**config.mk**
```make
export PLATFORM = sky130hd
export DESIGN_NAME = rom_loader_top
export DESIGN_NICKNAME = d
export VERILOG_FILES = /design/src/loader_pkg.sv /design/src/sdram_pkg.sv /design/src/header_capture.sv /design/src/region_mapper.sv /design/src/sdram_writer.sv /design/src/rom_loader_top.sv
export SDC_FILE = /design/constraint.sdc
export NUM_CORES = 1
export LEC_CHECK = 0
export BUFFER_PORTS_ARGS = -buffer_cell sky130_fd_sc_hd__buf_2
export CAP_MARGIN = 20
export CORE_MARGIN = 2
export CORE_UTILIZATION = 60
export DETAILED_ROUTE_END_ITERATION = 8
export GPL_TIMING_DRIVEN = 0
export PLACE_DENSITY_LB_ADDON = 0.2
export SYNTH_ARGS = -nofsm -noshare
export SYNTH_HDL_FRONTEND = slang
export SYNTH_SLANG_ARGS = --single-unit
```
**constraint.sdc**
```tcl
create_clock -name clk -period 4.95 [get_ports clk]
set_input_delay 0.2475 -clock clk [delete_from_list [all_inputs] [get_ports clk]]
set_output_delay 0.2475 -clock clk [all_outputs]
set_load 0.03 [all_outputs]
```
**src/loader_pkg.sv**
```systemverilog
// download header layout, region codes and the CPU byte scramble
// header is 64 bytes, region starts are little-endian in kilobytes of the body
// decrypt masks assume the byte arrives in its stored (scrambled) form

package loader_pkg;

    localparam int DL_AW = 25;          // byte address, up to 32 MB

    localparam int HEADER_BYTES = 64;
    localparam int START_BYTES  = 8;    // four 16-bit region starts
    localparam int CFG_FIRST    = 8;
    localparam int CFG_LAST     = 39;   // 40 to 63 reserved

    typedef enum logic [2:0] {
        CPU,
        SND,
        PCM,
        GFX,
        AUX,
        NONE
    } region_t;

    // XORed into the result when the matching input bit is 1
    localparam logic [7:0] DECRYPT_MASKS [0:7] = '{
        8'h04, 8'h21, 8'h01, 8'h00, 8'h40, 8'h06, 8'h08, 8'h00
    };

    // only bits 3 and 7 add a term when they are 0
    localparam logic [7:0] DECRYPT_FLIP [0:7] = '{
        8'h00, 8'h00, 8'h00, 8'h50, 8'h00, 8'h00, 8'h00, 8'h88
    };

endpackage

```
**src/sdram_pkg.sv**
```systemverilog
// SDRAM write side widths, bank codes and byte masks
// the mask is active low, a zero bit enables that byte lane

package sdram_pkg;

    localparam int SD_AW = 22;          // 16-bit word address
    localparam int SD_DW = 16;

    typedef logic [1:0] bank_t;

    localparam bank_t BANK_CLEAR = 2'd0;    // only the clear sweep uses it
    localparam bank_t BANK_SND   = 2'd1;    // sound and PCM share it
    localparam bank_t BANK_GFX   = 2'd2;
    localparam bank_t BANK_CPU   = 2'd3;

    localparam logic [1:0] MASK_LO   = 2'b10;   // even byte address
    localparam logic [1:0] MASK_HI   = 2'b01;   // odd byte address
    localparam logic [1:0] MASK_BOTH = 2'b00;

endpackage

```
**src/header_capture.sv**
```systemverilog
// first stage of the download router
// start bytes must arrive in order 0..7, they are shifted in, not indexed
// the flag byte at CFG_BYTE must sit inside the config range 8..39
`timescale 1ns/100ps

module header_capture
    import loader_pkg::*;
#(
    parameter int CFG_BYTE = 39
)(
    input  logic             clk,
    input  logic             reset,
    input  logic             dl_active,
    input  logic             dl_wr,
    input  logic [DL_AW-1:0] dl_addr,
    input  logic [7:0]       dl_data,
    output logic             cfg_we,
    output logic [5:0]       cfg_addr,
    output logic [7:0]       cfg_data,
    output logic             body_valid,
    output logic [DL_AW-1:0] body_addr,
    output logic [7:0]       body_data,
    output logic [15:0]      snd_start,
    output logic [15:0]      pcm_start,
    output logic [15:0]      gfx_start,
    output logic [15:0]      aux_start,
    output logic             decrypt_en,
    output logic             decrypt_phase,
    output logic             active_out
);

    logic [8*START_BYTES-1:0] starts;
    logic is_start, is_cfg, is_body, is_flag;

    assign is_start = dl_addr < DL_AW'(START_BYTES);
    assign is_cfg   = dl_addr >= DL_AW'(CFG_FIRST) && dl_addr <= DL_AW'(CFG_LAST);
    assign is_body  = dl_addr >= DL_AW'(HEADER_BYTES);
    assign is_flag  = dl_addr == DL_AW'(CFG_BYTE);

    assign snd_start = starts[15:0];
    assign pcm_start = starts[31:16];
    assign gfx_start = starts[47:32];
    assign aux_start = starts[63:48];

    always_ff @(posedge clk) begin
        if (reset) begin
            cfg_we        <= 1'b0;
            body_valid    <= 1'b0;
            decrypt_en    <= 1'b0;
            decrypt_phase <= 1'b0;
            active_out    <= 1'b0;
        end else begin
            cfg_we     <= dl_wr && is_cfg;
            body_valid <= dl_wr && is_body;
            // high from the first strobe until the download ends
            active_out <= dl_active && (dl_wr || active_out);
            if (!dl_active) begin
                decrypt_en <= 1'b0;
            end else if (dl_wr && is_cfg && is_flag) begin
                decrypt_en    <= dl_data[7];
                decrypt_phase <= dl_data[6];
            end
        end
    end

    always_ff @(posedge clk) begin
        if (dl_wr) begin
            cfg_addr  <= dl_addr[5:0];
            cfg_data  <= dl_data;
            body_addr <= dl_addr - DL_AW'(HEADER_BYTES);   // header excluded
            body_data <= dl_data;
            if (is_start) starts <= {dl_data, starts[8*START_BYTES-1:8]};
        end
    end

endmodule

```
**src/region_mapper.sv**
```systemverilog
// second stage, classifies body bytes and builds the SDRAM byte write
// regions are assumed in ascending order: CPU, sound, PCM, graphics, aux
// only the low 15 bits of each start are used (32 MB body at most)
// aux bytes bypass the scramble and go to the internal ROM port
`timescale 1ns/100ps

module region_mapper
    import loader_pkg::*;
    import sdram_pkg::*;
#(
    parameter logic [SD_AW-1:0] CPU_OFFSET = '0,
    parameter logic [SD_AW-1:0] SND_OFFSET = '0,
    parameter logic [SD_AW-1:0] PCM_OFFSET = '0,
    parameter logic [SD_AW-1:0] GFX_OFFSET = '0
)(
    input  logic             clk,
    input  logic             reset,
    input  logic             body_valid,
    input  logic [DL_AW-1:0] body_addr,
    input  logic [7:0]       body_data,
    input  logic [15:0]      snd_start,
    input  logic [15:0]      pcm_start,
    input  logic [15:0]      gfx_start,
    input  logic [15:0]      aux_start,
    input  logic             decrypt_en,
    input  logic             decrypt_phase,
    output logic             wr_valid,
    output logic [SD_AW-1:0] wr_addr,
    output logic [SD_DW-1:0] wr_data,
    output logic [1:0]       wr_mask,
    output bank_t            wr_bank,
    output logic             aux_we,
    output logic [12:0]      aux_addr,
    output logic [7:0]       aux_data
);

    logic [15:0]      kb;           // kilobyte index inside the body
    region_t          region;
    logic [DL_AW-1:0] base;
    logic [DL_AW-1:0] rel;
    logic [SD_AW-1:0] offset;
    bank_t            bank;
    logic             scramble_on;
    logic [7:0]       byte_out;

    function automatic logic [7:0] descramble(input logic [7:0] d);
        logic [7:0] r;
        int i;
        r = '0;
        for (i = 0; i < 8; i++) begin
            r = r ^ (d[i] ? DECRYPT_MASKS[i] : DECRYPT_FLIP[i]);
        end
        return r;
    endfunction

    always_comb begin
        kb     = {1'b0, body_addr[DL_AW-1:10]};
        base   = '0;
        offset = CPU_OFFSET;
        bank   = BANK_CPU;
        if (kb < snd_start) begin
            region = CPU;
        end else if (kb < pcm_start) begin
            region = SND;
            base   = {snd_start[DL_AW-11:0], 10'd0};
            offset = SND_OFFSET;
            bank   = BANK_SND;
        end else if (kb < gfx_start) begin
            region = PCM;
            base   = {pcm_start[DL_AW-11:0], 10'd0};
            offset = PCM_OFFSET;
            bank   = BANK_SND;
        end else if (kb < aux_start) begin
            region = GFX;
            base   = {gfx_start[DL_AW-11:0], 10'd0};
            offset = GFX_OFFSET;
            bank   = BANK_GFX;
        end else begin
            region = AUX;
        end
    end

    assign rel = body_addr - base;

    // upper CPU half, one byte phase only
    assign scramble_on = region == CPU && body_addr[19] && decrypt_en
                         && (body_addr[0] ^ decrypt_phase);
    assign byte_out = scramble_on ? descramble(body_data) : body_data;

    always_ff @(posedge clk) begin
        if (reset) begin
            wr_valid <= 1'b0;
            aux_we   <= 1'b0;
        end else begin
            wr_valid <= body_valid && region inside {CPU, SND, PCM, GFX};
            aux_we   <= body_valid && region == AUX;
        end
    end

    always_ff @(posedge clk) begin
        if (body_valid) begin
            wr_addr  <= rel[SD_AW:1] + offset;     // byte to word address
            wr_data  <= {2{byte_out}};
            wr_mask  <= body_addr[0] ? MASK_HI : MASK_LO;
            wr_bank  <= bank;
            aux_addr <= body_addr[12:0];
            aux_data <= body_data;
        end
    end

endmodule

```
**src/sdram_writer.sv**
```systemverilog
// third stage, write queue, credit counter and the RAM clear sweep
// the SDRAM side returns one sd_credit pulse per accepted write
// the queue relies on dl_hold; two bytes may still land after it rises
// the sweep spends credits like any other write
`timescale 1ns/100ps

module sdram_writer
    import sdram_pkg::*;
#(
    parameter int CREDITS     = 4,
    parameter int QUEUE_DEPTH = 4,
    parameter int CLEAR_AW    = SD_AW
)(
    input  logic             clk,
    input  logic             reset,
    input  logic             active,
    input  logic             wr_valid,
    input  logic [SD_AW-1:0] wr_addr,
    input  logic [SD_DW-1:0] wr_data,
    input  logic [1:0]       wr_mask,
    input  bank_t            wr_bank,
    input  logic             sd_credit,
    output logic             sd_we,
    output logic [SD_AW-1:0] sd_addr,
    output logic [SD_DW-1:0] sd_data,
    output logic [1:0]       sd_mask,
    output bank_t            sd_bank,
    output logic             dl_hold,
    output logic             busy
);

    localparam int PW = (QUEUE_DEPTH > 1) ? $clog2(QUEUE_DEPTH) : 1;
    localparam int CW = $clog2(QUEUE_DEPTH + 1);
    localparam int KW = $clog2(CREDITS + 1);

    logic [SD_AW-1:0]    q_addr [QUEUE_DEPTH];
    logic [SD_DW-1:0]    q_data [QUEUE_DEPTH];
    logic [1:0]          q_mask [QUEUE_DEPTH];
    bank_t               q_bank [QUEUE_DEPTH];
    logic [PW-1:0]       rd_ptr;
    logic [PW-1:0]       wr_ptr;
    logic [CW-1:0]       count;
    logic [KW-1:0]       credits;
    logic                active_d;
    logic                seen_wr;       // some SDRAM byte came in this download
    logic                end_pending;
    logic                sweep_on;
    logic                sweep_last;
    logic [CLEAR_AW-1:0] sweep_addr;
    logic can_issue, pop, bypass, push, sweep_issue, issue, fell;

    assign can_issue   = credits != '0;
    assign sweep_issue = sweep_on && can_issue;
    assign pop         = !sweep_on && can_issue && count != '0;
    assign bypass      = !sweep_on && can_issue && count == '0 && wr_valid;
    assign push        = wr_valid && !bypass;
    assign issue       = pop || bypass || sweep_issue;
    assign fell        = active_d && !active;
    assign dl_hold     = count >= CW'(QUEUE_DEPTH - 2);   // room for two in flight

    always_ff @(posedge clk) begin
        if (push) begin
            q_addr[wr_ptr] <= wr_addr;
            q_data[wr_ptr] <= wr_data;
            q_mask[wr_ptr] <= wr_mask;
            q_bank[wr_ptr] <= wr_bank;
        end
        if (sweep_issue) begin
            sd_addr <= SD_AW'(sweep_addr);
            sd_data <= '0;
            sd_mask <= MASK_BOTH;
            sd_bank <= BANK_CLEAR;
        end else if (pop) begin
            sd_addr <= q_addr[rd_ptr];
            sd_data <= q_data[rd_ptr];
            sd_mask <= q_mask[rd_ptr];
            sd_bank <= q_bank[rd_ptr];
        end else if (bypass) begin       // empty queue, straight out
            sd_addr <= wr_addr;
            sd_data <= wr_data;
            sd_mask <= wr_mask;
            sd_bank <= wr_bank;
        end
    end

    always_ff @(posedge clk) begin
        if (reset) begin
            rd_ptr      <= '0;
            wr_ptr      <= '0;
            count       <= '0;
            credits     <= KW'(CREDITS);
            sd_we       <= 1'b0;
            active_d    <= 1'b0;
            seen_wr     <= 1'b0;
            end_pending <= 1'b0;
            sweep_on    <= 1'b0;
            sweep_last  <= 1'b0;
            sweep_addr  <= '0;
            busy        <= 1'b0;
        end else begin
            sd_we    <= issue;
            active_d <= active;
            credits  <= credits - KW'(issue) + KW'(sd_credit);
            count    <= count + CW'(push) - CW'(pop);
            if (push) wr_ptr <= (wr_ptr == PW'(QUEUE_DEPTH - 1)) ? '0 : wr_ptr + 1'b1;
            if (pop) rd_ptr <= (rd_ptr == PW'(QUEUE_DEPTH - 1)) ? '0 : rd_ptr + 1'b1;
            if (wr_valid) seen_wr <= 1'b1;
            if (active) busy <= 1'b1;
            if (sweep_last) begin       // last zero write is on the bus now
                sweep_last <= 1'b0;
                busy       <= 1'b0;
            end
            if (fell) begin
                if (seen_wr || wr_valid) end_pending <= 1'b1;
                else busy <= 1'b0;       // nothing went to SDRAM, no sweep
            end
            // wait for the queue to drain before clearing
            if (end_pending && count == '0 && !sweep_on) begin
                sweep_on    <= 1'b1;
                sweep_addr  <= '0;
                end_pending <= 1'b0;
                seen_wr     <= 1'b0;
            end
            if (sweep_issue) begin
                sweep_addr <= sweep_addr + 1'b1;
                if (&sweep_addr) begin
                    sweep_on   <= 1'b0;
                    sweep_last <= 1'b1;
                end
            end
        end
    end

endmodule

```
**src/rom_loader_top.sv**
```systemverilog
// ROM download router, header capture -> region mapper -> SDRAM writer
// the source must not strobe while dl_hold is high
// CLEAR_AW sets how many SDRAM words the end-of-download sweep zeroes
`timescale 1ns/100ps

module rom_loader_top
    import loader_pkg::*;
    import sdram_pkg::*;
#(
    parameter int               CFG_BYTE    = 39,
    parameter logic [SD_AW-1:0] CPU_OFFSET  = '0,
    parameter logic [SD_AW-1:0] SND_OFFSET  = '0,
    parameter logic [SD_AW-1:0] PCM_OFFSET  = '0,
    parameter logic [SD_AW-1:0] GFX_OFFSET  = '0,
    parameter int               CREDITS     = 4,
    parameter int               QUEUE_DEPTH = 4,
    parameter int               CLEAR_AW    = SD_AW
)(
    input  logic             clk,
    input  logic             reset,
    input  logic             dl_active,
    input  logic             dl_wr,
    input  logic [DL_AW-1:0] dl_addr,
    input  logic [7:0]       dl_data,
    input  logic             sd_credit,
    output logic             dl_hold,
    output logic             cfg_we,
    output logic [5:0]       cfg_addr,
    output logic [7:0]       cfg_data,
    output logic             sd_we,
    output logic [SD_AW-1:0] sd_addr,
    output logic [SD_DW-1:0] sd_data,
    output logic [1:0]       sd_mask,
    output bank_t            sd_bank,
    output logic             aux_we,
    output logic [12:0]      aux_addr,
    output logic [7:0]       aux_data,
    output logic             busy
);

    logic             body_valid;
    logic [DL_AW-1:0] body_addr;
    logic [7:0]       body_data;
    logic [15:0]      snd_start, pcm_start, gfx_start, aux_start;
    logic             decrypt_en, decrypt_phase;
    logic             active;       // download level, aligned with stage 1
    logic             wr_valid;
    logic [SD_AW-1:0] wr_addr;
    logic [SD_DW-1:0] wr_data;
    logic [1:0]       wr_mask;
    bank_t            wr_bank;

    header_capture #(
        .CFG_BYTE (CFG_BYTE)
    ) u_header (
        .clk           (clk),
        .reset         (reset),
        .dl_active     (dl_active),
        .dl_wr         (dl_wr),
        .dl_addr       (dl_addr),
        .dl_data       (dl_data),
        .cfg_we        (cfg_we),
        .cfg_addr      (cfg_addr),
        .cfg_data      (cfg_data),
        .body_valid    (body_valid),
        .body_addr     (body_addr),
        .body_data     (body_data),
        .snd_start     (snd_start),
        .pcm_start     (pcm_start),
        .gfx_start     (gfx_start),
        .aux_start     (aux_start),
        .decrypt_en    (decrypt_en),
        .decrypt_phase (decrypt_phase),
        .active_out    (active)
    );

    region_mapper #(
        .CPU_OFFSET (CPU_OFFSET),
        .SND_OFFSET (SND_OFFSET),
        .PCM_OFFSET (PCM_OFFSET),
        .GFX_OFFSET (GFX_OFFSET)
    ) u_mapper (
        .clk           (clk),
        .reset         (reset),
        .body_valid    (body_valid),
        .body_addr     (body_addr),
        .body_data     (body_data),
        .snd_start     (snd_start),
        .pcm_start     (pcm_start),
        .gfx_start     (gfx_start),
        .aux_start     (aux_start),
        .decrypt_en    (decrypt_en),
        .decrypt_phase (decrypt_phase),
        .wr_valid      (wr_valid),
        .wr_addr       (wr_addr),
        .wr_data       (wr_data),
        .wr_mask       (wr_mask),
        .wr_bank       (wr_bank),
        .aux_we        (aux_we),
        .aux_addr      (aux_addr),
        .aux_data      (aux_data)
    );

    sdram_writer #(
        .CREDITS     (CREDITS),
        .QUEUE_DEPTH (QUEUE_DEPTH),
        .CLEAR_AW    (CLEAR_AW)
    ) u_writer (
        .clk       (clk),
        .reset     (reset),
        .active    (active),
        .wr_valid  (wr_valid),
        .wr_addr   (wr_addr),
        .wr_data   (wr_data),
        .wr_mask   (wr_mask),
        .wr_bank   (wr_bank),
        .sd_credit (sd_credit),
        .sd_we     (sd_we),
        .sd_addr   (sd_addr),
        .sd_data   (sd_data),
        .sd_mask   (sd_mask),
        .sd_bank   (sd_bank),
        .dl_hold   (dl_hold),
        .busy      (busy)
    );

endmodule

```
==> impl_metrics.yaml <==
yosys:
  ys_ff_latch: 360
  synthArstFlopShare: 0
  syn_area_um2: 15900
  syn_area_per_cell_um2: 13.8
  synth_ff_type: "edfxtp_1"
  ys_seq_area_frac: 0.644
  synth_top_area_frac: 0.568
  synth-edff-count: 300
  synth_cell_types: 68
  synth_fp_nets: 1273
  yosysTopAreaCell: "edfxtp_1"
  yosys-top-cells-area: "edfxtp_1 (57%), dfxtp_1 (7.6%), ha_1 (6.4%)"
  synthCells: 1151
  yosys_warnings: 0
timing:
  tightest_slew_ps: 1000
  post-route-period-util: 0.974
  timing.final.ws_setup_ps: 128
  skew_ps: 9.73
  slew_headroom: 0.329
  max_freq_ghz: 0.207
  period_minus_slack_ps: 4820
  slew_viol_final: 0
  setup-violations-final: 0
  hold_viol: 0
floorplan:
  core_um2: 26000
  start_util: 0.610
  row_count: 59
  fp.dieW_um: 167
  ios: 120
  die_area_um2: 27800
  die_h_um: 167
routing:
  ant_nets: 0
  drtIter0Drc: 832
  wl_per_cell_um: 19.7
  wl_mm: 33.7
  remaining_drc_errors: 0
  via_count: 9926
  drt_first_pass_iters: 6
  vias_per_cell: 5.81
worst_hold_path:
  hold_class: "in -> reg"
final_layout:
  nets: 1467
  mostFrequentLayoutCells: "edfxtp_1 (300), buf_2 (122), nand2_1 (86)"
  layout-drive-gt1-share: 0.225
  final_area_um2: 18500
  area_delta_synth_final_pct: 16.9
  layout_commonest_cell: "edfxtp_1"
  antenna_cells: 0
  stdcell_count: 1709
  post-route-util: 0.714
  fillerInstances: 1760
critical_path:
  path_class: "reg -> reg"
  crit_arrival_ps: 5080
  critPathLaunchType: "flip-flop"
  cp_max_fo: 8
  endpoint_kind: "flip-flop"
  worstPathRequired_ps: 5210
placed_design:
  place_area_um2: 17000
  dp.cells: 1610
  dpl.hpwl_mm: 23.1
  place_congestion: 0.920
  numPortBuffers: 118
  pre_cts_ws_ps: -514
clocking:
  clk-insertion-delay-late_ps: 520
  htreeDepth: 2
  cts_buffers: 38
  clock-root-buffer: "clkbuf_16"
  cts.sinks: 360
  tritoncts: "done"
  clk_pin_slew_worst_paths_ps: 60
  cts_max_path_buffers: 3
global_routing:
  antenna_found_initial: 0
  first_global_vias: 9789
  grt-ovfl-total: 0
  grtUsageTotal: 0.242
  grt_first_pass_wirelength_mm: 52.6
  grt_max_degree: 65
outcome:
  run_status: "completed"
power:
  power_mw: 8.75
  p_leak_nw: 7.14
  ir_drop_uv: 376
  p_per_area_nw_per_um2: 471
job:
  drv_cap: 0
cell families (layout without fill, tap and decap cells):
kind of cell	after synthesis	count (layout)	synth area share
buffers and inverters	142	365	0.0402
flip-flops	360	360	0.644
multiplexers	57	57	0.0648
XOR/XNOR	35	35	0.0202
AO/OA/AOI/OAI	178	178	0.0750
adder cells (fa/ha/maj)	84	84	0.0677
AND/OR/NAND/NOR	295	295	0.0884
final timing paths:
| check | from | end | slack (ps) | cells after the start |
|---|---|---|---|---|
| worst min-delay path | dl_active | u_header.active_out | 30 | 3 |
| worst max-delay path | u_header.body_addr[17] | u_mapper.wr_addr[21] | 130 | 19 |
| worst min register to register | u_writer.sweep_last | u_writer.busy | 400 | 1 |
| worst max register to register | u_header.body_addr[17] | u_mapper.wr_addr[21] | 130 | 19 |
report_power, final:
group	switching, mW	internal, mW	total, mW	leakage (nW)
sequential	0.157	3.65	3.81	3.25
combinational	1.39	0.835	2.23	3.30
clock	1.13	1.58	2.71	0.588
total	2.68	6.06	8.75	7.14
registers in the layout (all words and copies together) (netlist names), 13 cells and up, named ones only:
signal and cells:
u_writer.sweep_addr 22, u_header.starts 64, u_header.body_addr 25, u_writer.q_data 32
u_writer.q_addr 88, u_writer.sd_addr 22, u_mapper.wr_addr 13, u_mapper.aux_addr 13
cells in the mapped netlist, drive strengths merged (7+ instances only):
cell / instances
nor2: 81
a211oi: 7
clkbuf: 27
mux2i: 15
nor2b: 9
nor3: 17
a221o: 11
dfxtp: 60
or2: 10
o211ai: 12
nand3: 38
inv: 82
nand2: 86
xor2: 12
a21o: 13
a31oi: 26
mux2: 8
edfxtp: 300
xnor2: 22
o21ai: 39
and3: 12
buf: 33
ha: 81
mux4: 34
a21oi: 42
metrics by stage:
stage / setup TNS [ps] / hold WS, ps
after floorplan: 0 / 346
after global placement: -560 / 383
after detailed placement: -663 / 385
after CTS: 0 / 6.34
after global routing: -26.1 / 18.6
final: 0 / 26.2
layer usage:
layer | global-route usage | vias to the layer above | share of wire
met5 | 0 | - | 0
met4 | 0.0750 | 0 | 0.028
met3 | 0.0394 | 73 | 0.055
met2 | 0.424 | 316 | 0.50
met1 | 0.313 | 4869 | 0.41
li1 | - | 4668 | -
worst max-delay path: stages (launching register included):
cell and delay, ps:
edfxtp_1 490, ha_1 380, and4_1 250, a221oi_2 260, a21oi_1 130, o31ai_4 360, buf_6 190, a221oi_1 90
nor2_1 150, ha_1 200, inv_1 60, fa_1 410, nand2_1 90, nand2_1 70, a21oi_2 170, nor2b_1 100
o41ai_2 390, o21ai_2 110, o41ai_2 390, xnor3_1 270
layout make-up:
class / instances / area (um^2) / share of cell area
clock buffers: 45 / 1020 / 0.0549
plain buffers: 59 / 338 / 0.0182
multi-input cells: 649 / 5100 / 0.275
clock inverters: 24 / 180 / 0.00971
well taps: 335 / 419 / 0.0226
repair buffers: 155 / 976 / 0.0526
inverters: 82 / 308 / 0.0166
flip-flops and latches: 360 / 10200 / 0.550
timing repair:
item                                    CTS  global route
cloned                                    0             0
gates resized for setup                   5            20
hold buffers                             14             0
buffers inserted                          8             9
endpoints found under the setup margin    2             2
endpoints found under the hold margin    22             0
pin swaps                                 1            10
(Power assumes the default switching activity.)
